**src/logic/csPkg.sv**
```systemverilog
package csPkg;

	// Latched address A23..A1, read either by region nibble or by video page layout
	typedef union packed {
		struct packed {
			logic [3:0]  region;	// A23..A20
			logic [18:0] rest;	// A19..A1, rest[0] is A1
		} regionView;
		struct packed {
			logic [7:0] page;	// A23..A16
			logic [3:0] block;	// A15..A12
			logic [3:0] subBlock;	// A11..A8
			logic [6:0] low;	// A7..A1
		} videoView;
	} busAddrT;

	// I/O region nibbles
	localparam logic [3:0] regionIack  = 4'hF;
	localparam logic [3:0] regionVia   = 4'hE;
	localparam logic [3:0] regionIwm   = 4'hD;
	localparam logic [3:0] regionSccWr = 4'hB;
	localparam logic [3:0] regionSccRd = 4'h9;
	localparam logic [3:0] regionScsi  = 4'h5;

	localparam logic [3:0] regionRom4x = 4'h4;	// ROM at 4xxxxx, RAM sits below it
	localparam logic [3:0] ioRealFirst = 4'h5;	// I/O-bus domain is 5..F

	// Video RAM page, 3F0000-3FFFFF
	localparam logic [7:0] videoPage = 8'h3F;

	// Sound buffer, upper copy in block F
	localparam logic [3:0] sndBlockHi  = 4'hF;
	localparam logic [3:0] sndSubHiMin = 4'hD;	// D, E, F
	// Lower copy in block A
	localparam logic [3:0] sndBlockLo  = 4'hA;
	localparam logic [3:0] sndSubLoMin = 4'h1;
	localparam logic [3:0] sndSubLoMax = 4'h3;

	// Level of A19 that selects the set-write inside region F
	localparam logic setA19Level = 1'b0;

endpackage

```
**src/logic/selIf.sv**
```systemverilog
`timescale 1ns/1ps

// Memory-space selects, combinational from the latched address
interface memSelIf;
	logic romCs;	// ROM, overlay or 4xxxxx
	logic romCs4x;	// ROM at its own region
	logic ramCs;	// RAM once overlay is gone
	logic ramCs0x;	// Low 4 MB, overlay ignored
	logic vidWr64k;	// Write anywhere in page 3F
	logic sndWr;	// Write to a sound sub-block

	modport src (
		output romCs, romCs4x, ramCs, ramCs0x, vidWr64k, sndWr
	);
	modport dst (
		input romCs, romCs4x, ramCs, ramCs0x, vidWr64k, sndWr
	);
endinterface

// I/O-space selects
interface ioSelIf;
	logic iackCs;
	logic iack0Cs;	// IACK with A1
	logic iack1Cs;	// IACK with A2
	logic viaCs;
	logic iwmCs;
	logic sccCs;	// Read and write regions together
	logic scsiCs;
	logic ioRealCs;	// Anywhere in 5..F
	logic setWr;

	modport src (
		output iackCs, iack0Cs, iack1Cs, viaCs, iwmCs, sccCs, scsiCs, ioRealCs, setWr
	);
	modport dst (
		input iackCs, iack0Cs, iack1Cs, viaCs, iwmCs, sccCs, scsiCs, ioRealCs, setWr
	);
endinterface

```
**src/logic/busCycle.sv**
```systemverilog
`timescale 1ns/1ps

module busCycle import csPkg::*; (
	input  logic         CLK,
	input  logic         rstN,
	input  logic [23:1]  addr,
	input  logic         nAs,
	input  logic         nWe,
	output busAddrT      busAddr,
	output logic         wr,
	output logic         bact
);

	logic cycleStart;

	// First edge with the strobe down
	assign cycleStart = !nAs && !bact;

	// Strobe sampled straight into bus activity
	always_ff @(posedge CLK or negedge rstN) begin
		if (!rstN) begin
			bact <= 1'b0;
		end else begin
			bact <= !nAs;
		end
	end

	// Address and direction held for the whole cycle
	always_ff @(posedge CLK) begin
		if (cycleStart) begin
			busAddr <= addr;
			wr      <= !nWe;	// nWe low means write
		end
	end

	// Decoders rely on a frozen address until the strobe goes away
	addrStable: assert property (@(posedge CLK) disable iff (!rstN)
		bact |=> $stable({busAddr, wr}))
		else $error("busCycle address changed during an active cycle");

endmodule

```
**src/logic/memDecode.sv**
```systemverilog
`timescale 1ns/1ps

module memDecode import csPkg::*; (
	input  logic    CLK,
	input  logic    rstN,
	input  busAddrT busAddr,
	input  logic    wr,
	input  logic    bact,
	memSelIf.src    mem
);

	logic       overlay;
	logic [3:0] region;
	logic       sndHi;
	logic       sndLo;

	assign region = busAddr.regionView.region;

	// Boot overlay, ROM shows up at address 0 until code jumps to 4xxxxx
	always_ff @(posedge CLK or negedge rstN) begin
		if (!rstN) begin
			overlay <= 1'b1;
		end else if (bact && mem.romCs4x) begin
			overlay <= 1'b0;	// First real ROM fetch ends it
		end
	end

	// ROM
	assign mem.romCs4x = region == regionRom4x;
	assign mem.romCs   = overlay || mem.romCs4x;	// Everywhere while overlaid

	// RAM covers regions 0..3
	assign mem.ramCs0x = region < regionRom4x;
	assign mem.ramCs   = mem.ramCs0x && !overlay;	// Hidden under the overlay

	// Video page writes
	assign mem.vidWr64k = (busAddr.videoView.page == videoPage) && wr;

	// Sound buffer sub-blocks inside the video page
	assign sndHi = (busAddr.videoView.block == sndBlockHi) &&
		(busAddr.videoView.subBlock >= sndSubHiMin);	// FD00-FFFF
	assign sndLo = (busAddr.videoView.block == sndBlockLo) &&
		(busAddr.videoView.subBlock >= sndSubLoMin) &&
		(busAddr.videoView.subBlock <= sndSubLoMax);	// A100-A3FF
	assign mem.sndWr = mem.vidWr64k && (sndHi || sndLo);

	// ROM and RAM share the data bus, never drive both
	romRamExcl: assert property (@(posedge CLK) disable iff (!rstN)
		bact |-> !(mem.romCs && mem.ramCs))
		else $error("memDecode selected ROM and RAM together");

endmodule

```
**src/logic/ioDecode.sv**
```systemverilog
`timescale 1ns/1ps

module ioDecode import csPkg::*; (
	input  busAddrT busAddr,
	input  logic    wr,
	ioSelIf.src     io
);

	logic [3:0] region;
	logic       a1;
	logic       a2;
	logic       a19;

	assign region = busAddr.regionView.region;
	assign a1     = busAddr.regionView.rest[0];
	assign a2     = busAddr.regionView.rest[1];
	assign a19    = busAddr.regionView.rest[18];

	// Interrupt acknowledge space, FC on the CPU side
	assign io.iackCs  = region == regionIack;
	assign io.iack0Cs = io.iackCs && a1;	// Level bit 0
	assign io.iack1Cs = io.iackCs && a2;	// Level bit 1

	// Peripheral chips
	assign io.viaCs  = region == regionVia;
	assign io.iwmCs  = region == regionIwm;
	assign io.scsiCs = region == regionScsi;

	// SCC sits in two regions, one for each direction
	assign io.sccCs = (region == regionSccWr) || (region == regionSccRd);

	// Whole I/O-bus domain, empty slots included
	assign io.ioRealCs = region >= ioRealFirst;

	// Set-write lives in the lower half of region F
	assign io.setWr = (region == regionIack) && (a19 == setA19Level) && wr;

endmodule

```
**src/logic/selectCombine.sv**
```systemverilog
`timescale 1ns/1ps

module selectCombine (
	input  logic CLK,
	input  logic rstN,
	input  logic bact,
	input  logic qosEn,
	memSelIf.dst mem,
	ioSelIf.dst  io,
	output logic romCs,
	output logic romCs4x,
	output logic ramCs,
	output logic ramCs0x,
	output logic iaCs,
	output logic iackCs,
	output logic iack0Cs,
	output logic iack1Cs,
	output logic viaCs,
	output logic iwmCs,
	output logic sccCs,
	output logic scsiCs,
	output logic ioRealCs,
	output logic ioCs,
	output logic ioPwCs,
	output logic sndCsWr,
	output logic setCsWr
);

	logic        ioCsNext;
	logic        ioPwCsNext;
	logic [16:0] selNext;
	logic [16:0] selQ;

	assign ioCsNext   = io.ioRealCs || mem.vidWr64k || qosEn;	// QoS pulls every access onto I/O
	assign ioPwCsNext = io.iackCs || (mem.vidWr64k && !qosEn);	// Posted video write only with QoS off

	// Same order on both sides of the register
	assign selNext = {mem.romCs, mem.romCs4x, mem.ramCs, mem.ramCs0x, io.iackCs,
		io.iackCs, io.iack0Cs, io.iack1Cs, io.viaCs, io.iwmCs, io.sccCs, io.scsiCs,
		io.ioRealCs, ioCsNext, ioPwCsNext, mem.sndWr, io.setWr};

	always_ff @(posedge CLK or negedge rstN) begin
		if (!rstN) begin
			selQ <= '0;
		end else begin
			selQ <= bact ? selNext : '0;	// Idle bus drops everything
		end
	end

	assign {romCs, romCs4x, ramCs, ramCs0x, iaCs, iackCs, iack0Cs, iack1Cs, viaCs, iwmCs,
		sccCs, scsiCs, ioRealCs, ioCs, ioPwCs, sndCsWr, setCsWr} = selQ;

	// Under QoS the only posted write left is IACK
	qosPw: assert property (@(posedge CLK) disable iff (!rstN)
		$rose(ioPwCs) && $past(qosEn) |-> iackCs)
		else $error("ioPwCs rose with qosEn set and no IACK");

endmodule

```
**src/logic/chipSelect.sv**
```systemverilog
`timescale 1ns/1ps

module chipSelect import csPkg::*; (
	input  logic        CLK,
	input  logic        rstN,
	input  logic [23:1] addr,
	input  logic        nAs,
	input  logic        nWe,
	input  logic        qosEn,
	output logic        busActive,
	output logic        romCs,
	output logic        romCs4x,
	output logic        ramCs,
	output logic        ramCs0x,
	output logic        iaCs,
	output logic        iackCs,
	output logic        iack0Cs,
	output logic        iack1Cs,
	output logic        viaCs,
	output logic        iwmCs,
	output logic        sccCs,
	output logic        scsiCs,
	output logic        ioRealCs,
	output logic        ioCs,
	output logic        ioPwCs,
	output logic        sndCsWr,
	output logic        setCsWr
);

	busAddrT busAddr;	// Held for the cycle
	logic    wr;
	logic    bact;

	memSelIf memSel ();
	ioSelIf  ioSel ();

	assign busActive = bact;

	busCycle busCycle_i (
		.CLK(CLK), .rstN(rstN), .addr(addr), .nAs(nAs), .nWe(nWe),
		.busAddr(busAddr), .wr(wr), .bact(bact)
	);

	// Two decoders in parallel off the same latched address
	memDecode memDecode_i (
		.CLK(CLK), .rstN(rstN), .busAddr(busAddr), .wr(wr), .bact(bact), .mem(memSel)
	);
	ioDecode ioDecode_i (
		.busAddr(busAddr), .wr(wr), .io(ioSel)
	);

	// Registered select outputs
	selectCombine selectCombine_i (
		.CLK(CLK), .rstN(rstN), .bact(bact), .qosEn(qosEn), .mem(memSel), .io(ioSel),
		.romCs(romCs), .romCs4x(romCs4x), .ramCs(ramCs), .ramCs0x(ramCs0x),
		.iaCs(iaCs), .iackCs(iackCs), .iack0Cs(iack0Cs), .iack1Cs(iack1Cs),
		.viaCs(viaCs), .iwmCs(iwmCs), .sccCs(sccCs), .scsiCs(scsiCs),
		.ioRealCs(ioRealCs), .ioCs(ioCs), .ioPwCs(ioPwCs),
		.sndCsWr(sndCsWr), .setCsWr(setCsWr)
	);

endmodule

```
**config.mk**
```make
export PLATFORM = sky130hd
export DESIGN_NAME = chipSelect
export DESIGN_NICKNAME = d
export VERILOG_FILES = /design/src/logic/csPkg.sv /design/src/logic/selIf.sv /design/src/logic/busCycle.sv /design/src/logic/memDecode.sv /design/src/logic/ioDecode.sv /design/src/logic/selectCombine.sv /design/src/logic/chipSelect.sv
export SDC_FILE = /design/constraint.sdc
export NUM_CORES = 1
export LEC_CHECK = 0
export BUFFER_PORTS_ARGS = -buffer_cell sky130_fd_sc_hd__buf_2
export CAP_MARGIN = 20
export CORE_MARGIN = 2
export CORE_UTILIZATION = 35
export DETAILED_ROUTE_END_ITERATION = 10
export SLEW_MARGIN = 30
export SYNTH_ARGS = -nofsm -noshare
export SYNTH_HDL_FRONTEND = slang
export SYNTH_HIERARCHICAL = 1
export SYNTH_SLANG_ARGS = --single-unit
```
**constraint.sdc**
```tcl
create_clock -name CLK -period 2.6 [get_ports CLK]
set_input_delay 0.13 -clock CLK [delete_from_list [all_inputs] [get_ports CLK]]
set_output_delay 0.13 -clock CLK [all_outputs]
set_load 0.05 [all_outputs]
```
# Word-level counts from Yosys, hierarchy flattened
# Index checks and enable logic that the tools add are counted.
# W data, S select, Z words.
[totals] regBits=43 input_bits=28 output_inout_bits=18 wordCells=46
[classes] order_cmp=5 n_eq_ne=10 muxes=1 bitwise=1 reduce_logical=24
[op_table] operator="$eq A4 B4 Y1 const B" n=7
[op_table] operator="$mux W17" n=1
[op_table] operator="$logic_and A1 B1 Y1" n=13
[op_table] operator="$eq A4 B3 Y1 const B" n=2
[op_table] operator="$eq A8 B6 Y1 const B" n=1
[op_table] operator="$logic_or A1 B1 Y1" n=6
[op_table] operator="$logic_not A1 Y1" n=5
[op_table] operator="$ge A4 B1 Y1 const B" n=1
[op_table] operator="$ge A4 B3 Y1 const B" n=1
[op_table] operator="$ge A4 B4 Y1 const B" n=1
[op_table] operator="$le A4 B2 Y1 const B" n=1
[op_table] operator="$lt A4 B3 Y1 const B" n=1
[op_table] operator="$not A1 Y1" n=1

# Depth between registers and ports, before layout
[depth] ltp_word=6 ltp_mapped=4

# Cells and area by module
# Netlist, hierarchy kept.
[modules_own_cells] module="busCycle" instances=1 cells_each=28 area_each_um2=757.0 seq_area_each_um2=745.7
[modules_own_cells] module="selectCombine" instances=1 cells_each=35 area_each_um2=543.0 seq_area_each_um2=400.4
[modules_own_cells] module="memDecode" instances=1 cells_each=14 area_each_um2=107.6 seq_area_each_um2=26.3
[modules_own_cells] module="ioDecode" instances=1 cells_each=11 area_each_um2=87.6 seq_area_each_um2=0.0

# Worst setup path before layout
# Ideal clock, no wire load.
[synth_path] path_type="register -> register" from="register busCycle_i.bact" to="register busCycle_i/busAddr[0] (netlist name) (enable)" setup_ns=0.405 t_arrival_ns=1.735 path_slack_ns=0.460 stages_incl_launch_ff=2 period_less_slack_ns=2.140 cell_sequence="dfrtp_1 > nor2_1"
[synth_between] elab_chain_cells=2
[synth_lines] element="start: declaration" line_no="busCycle.sv:11" text="output logic bact"
[synth_lines] element="start signal: assignment" line_no="busCycle.sv:24" text="bact <= !nAs;"
[synth_lines] element="$logic_not A1 Y1" line_no="busCycle.sv:17" text="assign cycleStart = !nAs && !bact;"
[synth_lines] element="$logic_and A1 B1 Y1" line_no="busCycle.sv:17"
[synth_lines] element="net busCycle_i.cycleStart" line_no="busCycle.sv:14" text="logic cycleStart;"
[synth_lines] element="end signal: assignment" line_no="busCycle.sv:31" text="busAddr <= addr;"
[synth_lines] element="end: declaration" line_no="busCycle.sv:9" text="output busAddrT busAddr,"
# The timed path passes the listed nets, and every way through them passes these cells.
# A chain may end at the register's enable or synchronous reset.

# Worst setup path in the final report
[layout_path] from="register busCycle_i/busAddr[11] (netlist name)" to="register selectCombine_i.selQ[1]"
[layout_between] elab_chain_cells=6 word_cells_on_any_way=8 classes_between="2 x eq/ne; 1 x mux; 5 x reduce/logical"
[layout_lines] element="$eq A4 B4 Y1" line_no="memDecode.sv:42" text="assign sndLo = (busAddr.videoView.block == sndBlockLo) &&"
[layout_lines] element="$logic_and A1 B1 Y1" line_no="memDecode.sv:42"
[layout_lines] element="$logic_and A1 B1 Y1" line_no="memDecode.sv:43" text="(busAddr.videoView.subBlock >= sndSubLoMin) &&"
[layout_lines] element="$logic_or A1 B1 Y1 (*)" line_no="memDecode.sv:45" text="assign mem.sndWr = mem.vidWr64k && (sndHi || sndLo);"
[layout_lines] element="$logic_and A1 B1 Y1 (*)" line_no="memDecode.sv:45"
[layout_lines] element="net memSel.sndWr" line_no="selIf.sv:10" text="logic sndWr;"
[layout_lines] element="$mux W17 (*)" line_no="selectCombine.sv:46" text="selQ <= bact ? selNext : '0;"
[layout_lines] element="end signal: assignment" line_no="selectCombine.sv:46"
[layout_lines] element="end: declaration" line_no="selectCombine.sv:32" text="logic [16:0] selQ;"
# The timed path passes the listed nets; every way through them passes the cells marked *.

==> metrics.md <==
| Metric | Value |
|---|---|
| Setup bufs post-CTS | `0` |
| FILL cells | `roughly 350` |
| Hold_buf cts | `2` |
| Status | `finished clean` |
| Max Fclk | `around 730 MHz` |
| Worst setup path end | `selectCombine_i/selQ[1]$_DFF_PN0_` |
| Max cap viols | `0` |
| Leakage power | `between 0.7 and 0.8 nW` |
| GR Overflow Total | `0` |
| Area delta synth->final | `26.7%` |
| Synth warn | `6` |
| Synth Instances | `83` |
| Number of antenna diodes | `0` |
| GR Util All Layers | `about a tenth` |
| Post_cts resized | `0` |
| Cell area after layout | `between 1500 and 2000 um2` |
| Dpl cell area | `1590 um2` |
| RR Startpoint | `busCycle_i/busAddr[11]$_DFFE_PP_` |
| Crit. path cell count | `4` |
| DP Wirelength | `~1400 um` |
| Pins Over Slew Limit | `0` |
| Syn_nets | `around 110` |
| Critical path buffers and inverters | `0` |
| Hold WC Path Type | `in2reg` |
| Req. time, crit path | `2.82 ns` |
| Vias post-DR | `754` |
| Clock Skew | `~0.0052 ns` |
| Fin nets | `159` |
| First-pass GRT wire length | `approximately 3100 um` |
| CP endpoint kind | `register` |
| Final core utilization | `roughly 46%` |
| Clock Tree Buf Depth | `2` |
| Reg2reg path depth | `4` |
| Root buf cell | `clkbuf_8` |
| Initial core utilization | `~36%` |
| Pre-antenna DRT Iters | `4` |
| Via density | `4.19` |
| CP startpoint | `busCycle_i/busAddr[11]$_DFFE_PP_` |
| Gpl congestion | `0.770` |
| CTS tree | `yes` |
| DR WL/cell | `around 11 um` |
| Pin count of the biggest net entering global routing | `20` |
| Kind of critical path | `reg2reg` |
| Measured slew at the worst slew-check pin | `roughly 0.45 ns` |
| Final setup violation count | `0` |
| IO Pins | `between 40 and 50` |
| Final min period | `1.37 ns` |
| H-tree depth | `2` |
| Core ar. | `roughly 3700 um2` |
| Die Height | `between 60 and 70 um` |
| Clock transition at path regs | `around 0.06 ns` |
| Reg2reg end | `selectCombine_i/selQ[1]$_DFF_PN0_` |
| Initial antenna violation count | `0` |
| Setup TNS | `0 ns` |
| Port-buffer cells | `40` |
| Starting DRT DRC Count | `28` |
| Vias in the first global route | `716` |
| CTS buffer count | `5` |
| Slowest cell on crit path | `or4_1` |
| CP top delay family | `simple AND/OR/NAND/NOR gates` |
| Final wirelength | `about 1900 um` |
| Antenna Nets Post-Route | `0` |
| Arrival time worst endpoint | `1.59 ns` |
| Clock Sinks | `37` |
| Type of origin of the critical path | `register` |
| Worst-Skew Late Latency | `between 0.2 and 0.3 ns` |
| Worst VDD drop | `between 0.0003 and 0.0004 V` |
| Mapped Area | `around 1300 um2` |
| DR DRC count | `0` |
| CP max stage delay | `~0.52 ns` |
| DIE WIDTH | `~66 um` |
| Slew HR | `around 70%` |
| Reg2reg setup slack | `around 1.2 ns` |
| Final hold violations | `0` |
| DIE AREA | `4350 um2` |
| Pwr dens | `~650 nW/um2` |
| Syn avg cell area | `between 15 and 20 um2` |
| Cell Chain, Critical Path | `or4_1 -> a21oi_1 -> and2_1 -> and2_2` |
| Final worst-path cycle share | `a little over half` |
| Crit Path Max Fanout | `2` |
| Row cnt | `22` |
| Layout cell share with drive strength beyond 1 | `between 40% and 50%` |
| RSZ-0062 raised after global routing | `no` |
-- worst min-delay path by stage --
stage	from	to	slack, ns	cells after the start
final	addr[11]	busCycle_i/busAddr[10]$_DFFE_PP_	0.02	1
after global routing	addr[1]	busCycle_i/busAddr[0]$_DFFE_PP_	0.004	1
after CTS	addr[11]	busCycle_i/busAddr[10]$_DFFE_PP_	0.009	1
after detailed placement	rstN	selectCombine_i/selQ[14]$_DFF_PN0_	0.06	1
after global placement	rstN	selectCombine_i/selQ[13]$_DFF_PN0_	0.06	1
after floorplan	rstN	busCycle_i/bact$_DFF_PN0_	-0.17	0
-- layout by cell type (no fill, tap or decap) --
master and count:
a21boi_0 1, a21oi_1 1, and2_1 5, and2_2 12, and3b_1 1, and3b_2 1
and4_4 1, and4bb_2 1, buf_2 40, buf_4 1, clkbuf_1 2, clkbuf_8 6
dfrtp_1 17, dfstp_2 1, dlygate4sd3_1 2, edfxtp_1 19, inv_1 2, nand2_1 1
nand2b_1 1, nand3_1 1, nand4_1 2, nor2_1 2, nor2b_1 1, nor3_1 1
nor3b_1 2, nor4_1 1, nor4b_1 1, o211ai_1 1, o21a_1 1, o21ai_0 1
o31a_2 1, or2_2 1, or4_1 1
-- sequential cells by signal (all words and copies together), names as in the netlist --
signal / flops
selectCombine_i/selQ: 16
busCycle_i/bact: 1
busCycle_i/busAddr: 18
busCycle_i/wr: 1
memDecode_i/overlay: 1
-- report_power, final --
group          switching (mW)  internal [mW]  leakage [nW]  total, mW
sequential             0.0115          0.639         0.418      0.650
clock                   0.168          0.216        0.0455      0.384
combinational          0.0425         0.0269         0.320     0.0693
total                   0.222          0.881         0.784       1.10
-- stage by stage --
step	std cells	setup slack (ns)	total power [mW]	hold WS (ns)
global placement	170	1.24	0.728	0.0614
global route	180	1.04	1.17	0.00444
floorplan	83	0.678	0.698	-0.166
detailed placement	170	1.21	0.730	0.0646
finish	180	1.23	1.10	0.0207
CTS	180	1.20	1.12	0.00885
-- routing by layer --
| metal | track usage, % | up-vias | share of wire (%) |
|---|---|---|---|
| li1 | - | 389 | - |
| met1 | 11.9 | 326 | 41 |
| met2 | 14.9 | 37 | 46 |
| met3 | 6.47 | 2 | 11 |
| met4 | 3.83 | 0 | 1.3 |
| met5 | 0 | - | 0 |
-- area by class of cell --
type	instances	area [um2]	area share [%]
timing repair buffer	43	228	13.4
multi-input combinational	42	297	17.4
tap	48	60.1	3.52
sequential	37	1020	60.0
clock buffer	8	90.1	5.29
inverter	2	7.51	0.441
Power figures use the tool's default switching activity.
